[config.mk]
export PLATFORM = sky130hd
export DESIGN_NAME = s1c88_core
export DESIGN_NICKNAME = d
export VERILOG_FILES = /design/src/s1c88_pkg.sv /design/src/s1c88_core.sv /design/src/bus_sequencer.sv /design/src/data_path.sv /design/src/opcode_decoder.sv
export SDC_FILE = /design/constraint.sdc
export NUM_CORES = 1
export LEC_CHECK = 0
export ABC_CLOCK_PERIOD_IN_PS = 3100
export BUFFER_PORTS_ARGS = -buffer_cell sky130_fd_sc_hd__clkbuf_2
export CAP_MARGIN = 20
export CELL_PAD_IN_SITES_DETAIL_PLACEMENT = 1
export CELL_PAD_IN_SITES_GLOBAL_PLACEMENT = 2
export CORE_MARGIN = 2
export CORE_UTILIZATION = 33
export DETAILED_ROUTE_END_ITERATION = 8
export HOLD_SLACK_MARGIN = 0.03
export PLACE_DENSITY_LB_ADDON = 0.1
export SLEW_MARGIN = 20
export SYNTH_ARGS = -nofsm -noshare
export SYNTH_HDL_FRONTEND = slang
export SYNTH_SLANG_ARGS = --single-unit
export TNS_END_PERCENT = 30
[constraint.sdc]
create_clock -name clk -period 3.1 [get_ports clk]
set_input_delay 0.31 -clock clk [delete_from_list [all_inputs] [get_ports clk]]
set_output_delay 0.31 -clock clk [all_outputs]
set_load 0.01 [all_outputs]
[src/s1c88_pkg.sv]
package s1c88_pkg;

    // an 8-bit data byte on the bus, also the width of A, B and the opcode
    typedef logic [7:0] byte_t;

    // program counter, HL, BA and the assembled 16-bit immediate
    typedef logic [15:0] word_t;

    // full bus address, the upper byte is always zero in this core
    typedef logic [23:0] addr_t;

    // bus command driven on bus_status for the whole bus cycle
    typedef enum logic [1:0]
    {
        bus_idle      = 2'd0,
        bus_irq_read  = 2'd1,
        bus_mem_write = 2'd2,
        bus_mem_read  = 2'd3
    } bus_status_t;

    // sequencer states, one state per bus cycle except st_wait
    typedef enum logic [2:0]
    {
        st_wait        = 3'd0,
        st_vector_low  = 3'd1,
        st_vector_high = 3'd2,
        st_fetch       = 3'd3,
        st_imm_low     = 3'd4,
        st_imm_high    = 3'd5,
        st_write       = 3'd6
    } seq_state_t;

    // what the data path does when the execute strobe fires
    typedef enum logic [2:0]
    {
        op_nop   = 3'd0,
        op_ld_a  = 3'd1,
        op_ld_b  = 3'd2,
        op_ld_hl = 3'd3,
        op_add   = 3'd4,
        op_sub   = 3'd5,
        op_and   = 3'd6,
        op_or    = 3'd7
    } exec_op_t;

    // opcodes of the supported instruction subset
    localparam byte_t opc_ld_a_imm    = 8'hB0;
    localparam byte_t opc_ld_b_imm    = 8'hB1;
    localparam byte_t opc_ld_hl_imm   = 8'hC5;
    localparam byte_t opc_add_a_imm   = 8'h02;
    localparam byte_t opc_sub_a_imm   = 8'h12;
    localparam byte_t opc_and_a_imm   = 8'h22;
    localparam byte_t opc_or_a_imm    = 8'h2A;
    localparam byte_t opc_ld_ind_hl_a = 8'h78;
    localparam byte_t opc_nop         = 8'hFF;

endpackage
[src/s1c88_core.sv]
module s1c88_core
#(
    parameter int reset_wait_cycles = 2
)
(
    input  logic                   clk,
    input  logic                   reset,
    input  s1c88_pkg::byte_t       data_in,
    output logic                   pk,
    output logic                   pl,
    output s1c88_pkg::addr_t       address_out,
    output s1c88_pkg::byte_t       data_out,
    output s1c88_pkg::bus_status_t bus_status,
    output logic                   read,
    output logic                   write,
    output logic                   sync,
    output logic                   iack
);

    s1c88_pkg::byte_t    opcode;
    logic                need_imm;
    logic                imm_wide;
    logic                is_store;
    s1c88_pkg::exec_op_t exec_op;
    logic                imm_low_valid;
    logic                imm_high_valid;
    logic                execute;
    s1c88_pkg::word_t    hl;

    bus_sequencer #(
        .reset_wait_cycles (reset_wait_cycles)
    ) bus_sequencer_i (
        .clk            (clk),
        .reset          (reset),
        .data_in        (data_in),
        .need_imm       (need_imm),
        .imm_wide       (imm_wide),
        .is_store       (is_store),
        .hl             (hl),
        .opcode         (opcode),
        .imm_low_valid  (imm_low_valid),
        .imm_high_valid (imm_high_valid),
        .execute        (execute),
        .pk             (pk),
        .pl             (pl),
        .address_out    (address_out),
        .bus_status     (bus_status),
        .read           (read),
        .write          (write),
        .sync           (sync),
        .iack           (iack)
    );

    opcode_decoder opcode_decoder_i (
        .opcode   (opcode),
        .need_imm (need_imm),
        .imm_wide (imm_wide),
        .is_store (is_store),
        .exec_op  (exec_op)
    );

    data_path data_path_i (
        .clk            (clk),
        .reset          (reset),
        .data_in        (data_in),
        .exec_op        (exec_op),
        .imm_low_valid  (imm_low_valid),
        .imm_high_valid (imm_high_valid),
        .execute        (execute),
        .hl             (hl),
        .data_out       (data_out)
    );

endmodule

[src/bus_sequencer.sv]
module bus_sequencer
#(
    parameter int reset_wait_cycles = 2
)
(
    input  logic                   clk,
    input  logic                   reset,
    input  s1c88_pkg::byte_t       data_in,
    input  logic                   need_imm,
    input  logic                   imm_wide,
    input  logic                   is_store,
    input  s1c88_pkg::word_t       hl,
    output s1c88_pkg::byte_t       opcode,
    output logic                   imm_low_valid,
    output logic                   imm_high_valid,
    output logic                   execute,
    output logic                   pk,
    output logic                   pl,
    output s1c88_pkg::addr_t       address_out,
    output s1c88_pkg::bus_status_t bus_status,
    output logic                   read,
    output logic                   write,
    output logic                   sync,
    output logic                   iack
);

    localparam int wait_w = (reset_wait_cycles > 1) ? $clog2(reset_wait_cycles) : 1;

    s1c88_pkg::seq_state_t state;
    s1c88_pkg::seq_state_t next_state;
    logic [wait_w-1:0]     wait_count;
    logic                  phase;
    s1c88_pkg::word_t      pc;
    s1c88_pkg::byte_t      opcode_q;

    // phase low is the pk clock, phase high is the pl clock
    assign pk = (state != s1c88_pkg::st_wait) && !phase;
    assign pl = (state != s1c88_pkg::st_wait) && phase;

    // during a fetch the decoder looks at the byte arriving on the bus,
    // which lets the state machine branch at the end of that same cycle
    assign opcode = (state == s1c88_pkg::st_fetch) ? data_in : opcode_q;

    assign imm_low_valid  = pl && (state == s1c88_pkg::st_imm_low);
    assign imm_high_valid = pl && (state == s1c88_pkg::st_imm_high);
    assign execute        = pl && (((state == s1c88_pkg::st_imm_low) && !imm_wide) ||
                                   (state == s1c88_pkg::st_imm_high));

    always_comb
    begin
        case (state)
            s1c88_pkg::st_vector_low:
                next_state = s1c88_pkg::st_vector_high;

            s1c88_pkg::st_vector_high:
                next_state = s1c88_pkg::st_fetch;

            s1c88_pkg::st_fetch:
            begin
                if (need_imm)
                    next_state = s1c88_pkg::st_imm_low;
                else if (is_store)
                    next_state = s1c88_pkg::st_write;
                else
                    next_state = s1c88_pkg::st_fetch;
            end

            s1c88_pkg::st_imm_low:
                next_state = imm_wide ? s1c88_pkg::st_imm_high : s1c88_pkg::st_fetch;

            s1c88_pkg::st_imm_high,
            s1c88_pkg::st_write:
                next_state = s1c88_pkg::st_fetch;

            default:
                next_state = s1c88_pkg::st_wait;
        endcase
    end

    always_ff @(posedge clk or posedge reset)
    begin
        if (reset)
        begin
            state      <= s1c88_pkg::st_wait;
            wait_count <= '0;
            phase      <= 1'b0;
            pc         <= '0;
            opcode_q   <= s1c88_pkg::opc_nop;
        end
        else if (state == s1c88_pkg::st_wait)
        begin
            // idle after reset, then start the reset exception
            wait_count <= wait_count + 1'b1;
            if (wait_count == wait_w'(reset_wait_cycles - 1))
            begin
                state <= s1c88_pkg::st_vector_low;
            end
        end
        else
        begin
            phase <= ~phase;

            // everything below happens at the end of the pl clock
            if (phase)
            begin
                state <= next_state;

                case (state)
                    s1c88_pkg::st_vector_low:
                        pc[7:0] <= data_in;

                    s1c88_pkg::st_vector_high:
                        pc[15:8] <= data_in;

                    s1c88_pkg::st_fetch:
                    begin
                        opcode_q <= data_in;
                        pc       <= pc + 16'd1;
                    end

                    s1c88_pkg::st_imm_low,
                    s1c88_pkg::st_imm_high:
                        pc <= pc + 16'd1;

                    default:
                        pc <= pc;
                endcase
            end
        end
    end

    // address and command only depend on registers that move at pl ends,
    // so they hold for the whole bus cycle
    always_comb
    begin
        case (state)
            s1c88_pkg::st_wait:
            begin
                address_out = '1;
                bus_status  = s1c88_pkg::bus_idle;
            end

            s1c88_pkg::st_vector_low:
            begin
                address_out = 24'h000000;
                bus_status  = s1c88_pkg::bus_irq_read;
            end

            s1c88_pkg::st_vector_high:
            begin
                address_out = 24'h000001;
                bus_status  = s1c88_pkg::bus_irq_read;
            end

            s1c88_pkg::st_write:
            begin
                address_out = {8'h00, hl};
                bus_status  = s1c88_pkg::bus_mem_write;
            end

            default:
            begin
                address_out = {8'h00, pc};
                bus_status  = s1c88_pkg::bus_mem_read;
            end
        endcase
    end

    assign read  = pk && (state != s1c88_pkg::st_write);
    assign write = pl && (state == s1c88_pkg::st_write);
    assign sync  = (state == s1c88_pkg::st_fetch);
    assign iack  = (state == s1c88_pkg::st_vector_low) || (state == s1c88_pkg::st_vector_high);

endmodule

[src/data_path.sv]
module data_path
(
    input  logic                clk,
    input  logic                reset,
    input  s1c88_pkg::byte_t    data_in,
    input  s1c88_pkg::exec_op_t exec_op,
    input  logic                imm_low_valid,
    input  logic                imm_high_valid,
    input  logic                execute,
    output s1c88_pkg::word_t    hl,
    output s1c88_pkg::byte_t    data_out
);

    // B sits in the upper byte and A in the lower byte of BA
    s1c88_pkg::word_t ba;
    s1c88_pkg::byte_t a;

    // immediate bytes collected during the operand reads
    s1c88_pkg::word_t imm_q;
    s1c88_pkg::word_t imm_cur;

    s1c88_pkg::byte_t alu_result;

    assign a = ba[7:0];

    // the store writes A, so the bus data is simply A
    assign data_out = a;

    // the last operand byte is still on data_in when execute fires,
    // so the byte being strobed bypasses the register
    assign imm_cur[7:0]  = imm_low_valid  ? data_in : imm_q[7:0];
    assign imm_cur[15:8] = imm_high_valid ? data_in : imm_q[15:8];

    always_ff @(posedge clk)
    begin
        if (imm_low_valid)
        begin
            imm_q[7:0] <= data_in;
        end

        if (imm_high_valid)
        begin
            imm_q[15:8] <= data_in;
        end
    end

    // 8-bit ALU, no flags
    // results wrap modulo 256
    always_comb
    begin
        case (exec_op)
            s1c88_pkg::op_add:
                alu_result = a + imm_cur[7:0];

            s1c88_pkg::op_sub:
                alu_result = a - imm_cur[7:0];

            s1c88_pkg::op_and:
                alu_result = a & imm_cur[7:0];

            s1c88_pkg::op_or:
                alu_result = a | imm_cur[7:0];

            default:
                alu_result = a;
        endcase
    end

    always_ff @(posedge clk or posedge reset)
    begin
        if (reset)
        begin
            ba <= '0;
            hl <= '0;
        end
        else if (execute)
        begin
            case (exec_op)
                s1c88_pkg::op_ld_a:
                    ba[7:0] <= imm_cur[7:0];

                s1c88_pkg::op_ld_b:
                    ba[15:8] <= imm_cur[7:0];

                s1c88_pkg::op_ld_hl:
                    hl <= imm_cur;

                s1c88_pkg::op_add,
                s1c88_pkg::op_sub,
                s1c88_pkg::op_and,
                s1c88_pkg::op_or:
                    ba[7:0] <= alu_result;

                default:
                begin
                    // a NOP leaves every register alone
                    ba <= ba;
                end
            endcase
        end
    end

endmodule

[src/opcode_decoder.sv]
module opcode_decoder
(
    input  s1c88_pkg::byte_t    opcode,
    output logic                need_imm,
    output logic                imm_wide,
    output logic                is_store,
    output s1c88_pkg::exec_op_t exec_op
);

    // the whole instruction table lives here
    // anything not listed falls through to the defaults and runs as a NOP
    always_comb
    begin
        need_imm = 1'b0;
        imm_wide = 1'b0;
        is_store = 1'b0;
        exec_op  = s1c88_pkg::op_nop;

        case (opcode)
            s1c88_pkg::opc_ld_a_imm:
            begin
                need_imm = 1'b1;
                exec_op  = s1c88_pkg::op_ld_a;
            end

            s1c88_pkg::opc_ld_b_imm:
            begin
                need_imm = 1'b1;
                exec_op  = s1c88_pkg::op_ld_b;
            end

            s1c88_pkg::opc_ld_hl_imm:
            begin
                // two operand bytes, low byte first
                need_imm = 1'b1;
                imm_wide = 1'b1;
                exec_op  = s1c88_pkg::op_ld_hl;
            end

            s1c88_pkg::opc_add_a_imm:
            begin
                need_imm = 1'b1;
                exec_op  = s1c88_pkg::op_add;
            end

            s1c88_pkg::opc_sub_a_imm:
            begin
                need_imm = 1'b1;
                exec_op  = s1c88_pkg::op_sub;
            end

            s1c88_pkg::opc_and_a_imm:
            begin
                need_imm = 1'b1;
                exec_op  = s1c88_pkg::op_and;
            end

            s1c88_pkg::opc_or_a_imm:
            begin
                need_imm = 1'b1;
                exec_op  = s1c88_pkg::op_or;
            end

            s1c88_pkg::opc_ld_ind_hl_a:
            begin
                // the store only needs a write cycle, no register changes
                is_store = 1'b1;
            end

            s1c88_pkg::opc_nop:
            begin
                exec_op = s1c88_pkg::op_nop;
            end

            default:
            begin
                exec_op = s1c88_pkg::op_nop;
            end
        endcase
    end

endmodule

Word level (Yosys, flattened, before mapping)

Cells that the tools add are included.
Widths: inputs -> output; s select.

$add $sub $neg: 4
Equal/unequal tests: 23
Multiplexer cells: 20
Bitwise operators: 4
Reductions and logical operators: 29

Operator list:

| operator              | number |
|---|---|
| $pmux 24 s4           | 1 |
| $pmux 8 s2            | 3 |
| $pmux 8 s4            | 1 |
| $eq 8x8->1 const B    | 3 |
| $mux 8                | 3 |
| $eq 3x3->1 const B    | 7 |
| $pmux 3 s7            | 1 |
| $mux 3                | 6 |
| $add 16x1->16 const B | 1 |
| $eq 8x6->1 const B    | 2 |
| $pmux 3 s4            | 1 |
| $eq 3x2->1 const B    | 3 |
| $reduce_and 3->1      | 3 |
| $add 8x8->8           | 1 |
| $and 8x8->8           | 1 |
| $eq 8x2->1 const B    | 1 |
| $eq 8x5->1 const B    | 1 |
| $eq 8x7->1 const B    | 1 |
| $logic_and 1x1->1     | 8 |
| $or 8x8->8            | 1 |
| $reduce_bool 2->1     | 4 |
| $sub 8x8->8           | 1 |
| $reduce_or 7->1       | 1 |
| $eq 3x1->1 const B    | 2 |
| other kinds (15)      | 23 |

Register bits after elaboration: 69
Input bits: 10

Depth between registers and ports, before layout

Word-level depth: 9
Mapped depth: 14
Mapped depth without buffers: 14

Modules after synthesis

A second synthesis with hierarchy kept.

Cell total of the unflattened synthesis: 526
Area, all modules: 4,728.3 sq um

Modules (own cells, without submodules):

| module         | instances | cells each | area an instance (sq um) |
|---|---|---|---|
| bus_sequencer  | 1         | 287        | 2,377.3 |
| data_path      | 1         | 218        | 2,202.1 |
| opcode_decoder | 1         | 21         | 148.9 |

Least setup slack after synthesis

Ideal clock, no wire load.

Path kind: flip-flop to flip-flop
Start: register bus_sequencer_i.state[1]
End: register data_path_i.ba[7]
Library setup time: 0.086 ns
Data arrival time: 3.353 ns
Required time: 3.014 ns
Setup slack: -0.339 ns
Stages on the path, launching flop included: 14
Path buffers: 1
Cell sequence: dfrtp_1 and4bb_4 buf_4 mux2i_1 ha_1 o21ai_0 ha_1 nor2b_1 o2111ai_1 a31oi_1 a2111o_1 mux2i_1 a2111oi_0 nor3_1

Longest elaborated chain between the ends: 9
Elaborated cells on any way between the ends: 36

Ends and longest elaborated chain:

| element                                        | RTL line             | text |
|---|---|---|
| from (decl)                                    | bus_sequencer.sv:29  | `s1c88_pkg::seq_state_t state;` |
| from (signal assigned)                         | bus_sequencer.sv:84  | `state <= s1c88_pkg::st_wait;` |
| from (signal assigned)                         | bus_sequencer.sv:96  | `state <= s1c88_pkg::st_vector_low;` |
| from (signal assigned)                         | bus_sequencer.sv:106 | `state <= next_state;` |
| branches (longest 9 deep; another with $mux 8) | --                   |  |
| to (signal assigned)                           | data_path.sv:80      | `ba[7:0] <= imm_cur[7:0];` |
| to (signal assigned)                           | data_path.sv:92      | `ba[7:0] <= alu_result;` |
| to (decl)                                      | data_path.sv:15      | `s1c88_pkg::word_t ba;` |

Parallel ways; which one is timed is not known.
A chain may end at the register's enable or synchronous reset.

Final worst setup path

Start: register bus_sequencer_i.state[2]
End: register data_path_i.ba[7]

The elaborated chain is that of the path after synthesis.

==> flow_summary.ini <==
[hold_path]
hold_path_class = in -> reg
min_path_cells = 2
worst_hold_startpoint = data_in[5]
hold_end = bus_sequencer_i.opcode_q[5]

[power]
p_total_mw = 5.551
power_frac_seq_pct = 26.5
swShare_pct = 43.94
powerDensity_mw_per_mm2 = 921.0
vdd_ir_drop_max_mv = 0.3205
p_leak_nw = 2.622
power.internal_mw = 3.112
p_sw_mw = 2.439
clkPwrFrac_pct = 17.9
power_frac_comb_pct = 55.6

[die]
die_y_um = 122.5
start_util_pct = 33.54
die_w_um = 122.5
ios = 50
row_count = 43
core_area_mm2 = 0.01383
die-area_mm2 = 0.01502

[place]
io_buffers = 49
dp_cells = 796
dp_hpwl_mm = 12.20
post-place-ws_ns = -0.3510
gp_congestion = 0.8475
dpl-instance-area_mm2 = 0.005430

[timing]
setup_violations = 2
rsz0062_at_grt = yes
finalCriticalPeriod_ns = 3.221
max_freq_mhz = 310.4
report.final.hold_viol_count = 0
fin_ws_ns = -0.1214
fin_worst_skew_ns = 0.009857
tightest_slew_ns = 0.8078
holdWs_ns = 0.3566
final.period_utilization_pct = 103.9
maxSlewViolCount = 0
maxSlewHeadroom_pct = 45.91

[global_route]
antenna_found_initial = 0
grt_pass1_wl_mm = 26.43
grt_pass1_vias = 4726
track_usage_pct = 23.38
gr-total-overflow = 0
grt_max_degree = 33

[worst_setup_path]
path_max_fanout = 7
worstRegToRegCells = 14
r2r_slack_ns = -0.12
reg2reg_from = bus_sequencer_i.state[2]
arrival_ns = 3.48
worstSetupPathType = reg -> reg
worst_setup_path_end_kind = flop
r2r-end = data_path_i.ba[7]
crit_required_ns = 3.36
start_kind = flop

[synth]
ys.flop_type = dfrtp_1
yosysTopAreaCell = dfrtp_1
synth_area_leaders = dfrtp_1, dfxtp_1, nand2_1
async_flop_share_pct = 76.81
synth-edff-count = 0
synth_seq_area_share_pct = 35.73
avgSynthCellArea_um2 = 8.524
yosys_warnings = 0
synth_area_mm2 = 0.004637
ys_types = 74
synth_cells = 544
syn_nets = 566
yosys.area.top_type_share_pct = 24.28
yosys_register_bits = 69

[cts]
clockRootBuffer = clkbuf_16
path_clk_slew_ns = 0.07
cts_tree = done
clock_sinks = 69
cts-buffers-inserted = 9
h-tree-depth = 3
cts_max_path_buffers = 2
clock_latency_ns = 0.35

[route]
antenna_left = 0
drtIter0Drc = 333
wl_per_cell_um = 20.61
route.met2.wl_mm = 8.482
routed.top_layer = met4
routed_wl_mm = 17.11
dr.pass1.iters = 5
drc = 0
wl_met1_mm = 7.828
routed-wl-met3_um = 510
vias_per_cell = 5.581
vias = 4632

[cells_and_area]
mostFrequentLayoutCells = buf_4, nand2_1, nor2_1, clkbuf_2, dfrtp_1
layout_commonest_cell = buf_4
layout-drive-gt1-share_pct = 34.77
areaGrowthSynthToFinish_pct = 29.98
final_cells = 830
n_antenna_cell = 0
stdcell_area_mm2 = 0.006027
nets = 667

[outcome]
status = complete, but fails checks
violations = negative setup slack

[flow_run]
cap_violations = 0
-- cell families after synthesis --
group / Yosys count / share of synthesized area, %
AO/OA/AOI/OAI: 153 / 21.86
XOR/XNOR: 15 / 2.833
adder cells (fa/ha/maj): 12 / 3.400
buffers and inverters: 57 / 5.801
flip-flops: 69 / 35.73
multiplexers: 38 / 9.444
AND/OR/NAND/NOR: 200 / 20.94
-- critical path, cell delays in order (launching register included) --
cell	delay [ns]
dfrtp_1	0.39
and4bb_4	0.24
buf_4	0.14
buf_8	0.13
o41ai_4	0.30
nor2_1	0.11
xnor2_1	0.15
ha_1	0.37
and2_4	0.19
o21ai_4	0.16
a31oi_2	0.13
or3b_1	0.40
mux2i_2	0.19
a2111oi_2	0.07
nor3_1	0.17
-- worst max-delay path by stage --
stage	from	endpoint
detailed placement	bus_sequencer_i.state[0]	data_path_i.ba[7]
finish	bus_sequencer_i.state[2]	data_path_i.ba[7]
global route	bus_sequencer_i.state[2]	data_path_i.ba[7]
global placement	bus_sequencer_i.state[0]	data_path_i.ba[7]
floorplan	bus_sequencer_i.state[1]	data_path_i.ba[7]
CTS	bus_sequencer_i.state[1]	data_path_i.ba[7]
-- synth_stat cells (3+ instances only) --
cell type	count
a21o_1	3
a21oi_1	35
a221oi_1	15
a2bb2oi_1	3
a31oi_1	14
and2_1	4
and3_1	5
buf_2	5
buf_4	10
clkbuf_1	23
dfrtp_1	45
dfstp_2	8
dfxtp_1	16
ha_1	11
inv_1	14
mux2_2	20
mux2_4	4
mux2i_1	13
nand2_1	70
nand2b_1	5
nand3_1	13
nand4_1	5
nor2_1	59
nor2b_1	10
nor3_1	8
o211ai_1	3
o21ai_0	44
o22a_1	4
o22ai_1	5
or2_2	3
or3_1	3
xnor2_1	9
xor2_1	6
-- what timing repair did --
item                                    CTS  global route
resized for setup                        18            22
pin swaps                                11            20
hold endpoints to repair                  5             0
hold buffers                              1             0
cloned                                    0             0
setup buffers                             6            11
endpoints found under the setup margin    2             4
-- area by class of cell --
type	instances	area [um^2]
clock buffers	9	225.2
well taps	180	225.2
flip-flops and latches	69	1657
multi-input cells	418	2924
fillers	1630	7800
clock inverters	7	51.30
repair buffers	132	885.9
inverters	15	58.81
-- power groups by stage --
| stage | Combinational (mW) | Sequential, mW | Clock (mW) |
|---|---|---|---|
| floorplan | 1.92 | 1.37 | 0 |
| detailed placement | 2.82 | 1.48 | 0 |
| global route | 3.40 | 1.52 | 1.05 |
| finish | 3.09 | 1.47 | 0.995 |
| CTS | 2.95 | 1.47 | 1.01 |
| global placement | 2.75 | 1.46 | 0 |
-- metrics by stage --
step	TNS, ns	utilization [%]
global placement	-0.1976	39.27
floorplan	-0.01203	-
detailed placement	-0.4410	39.27
finish	-0.1574	43.59
global route	-0.4679	43.59
CTS	-0.2976	42.21
-- per-layer routing --
layer	vias up	global-route usage, %
met5	-	0
met4	0	7.615
met3	22	2.463
met2	95	39.79
met1	2353	31.03
li1	2162	-
-- sequential cells by signal, indices dropped and copies added (netlist names) --
name,flops
bus_sequencer_i.phase,1
bus_sequencer_i.wait_count,1
data_path_i.ba,8
bus_sequencer_i.state,3
data_path_i.imm_q,16
bus_sequencer_i.opcode_q,8
data_path_i.hl,16
bus_sequencer_i.pc,16
No activity file was read; power rests on OpenSTA's default activity.
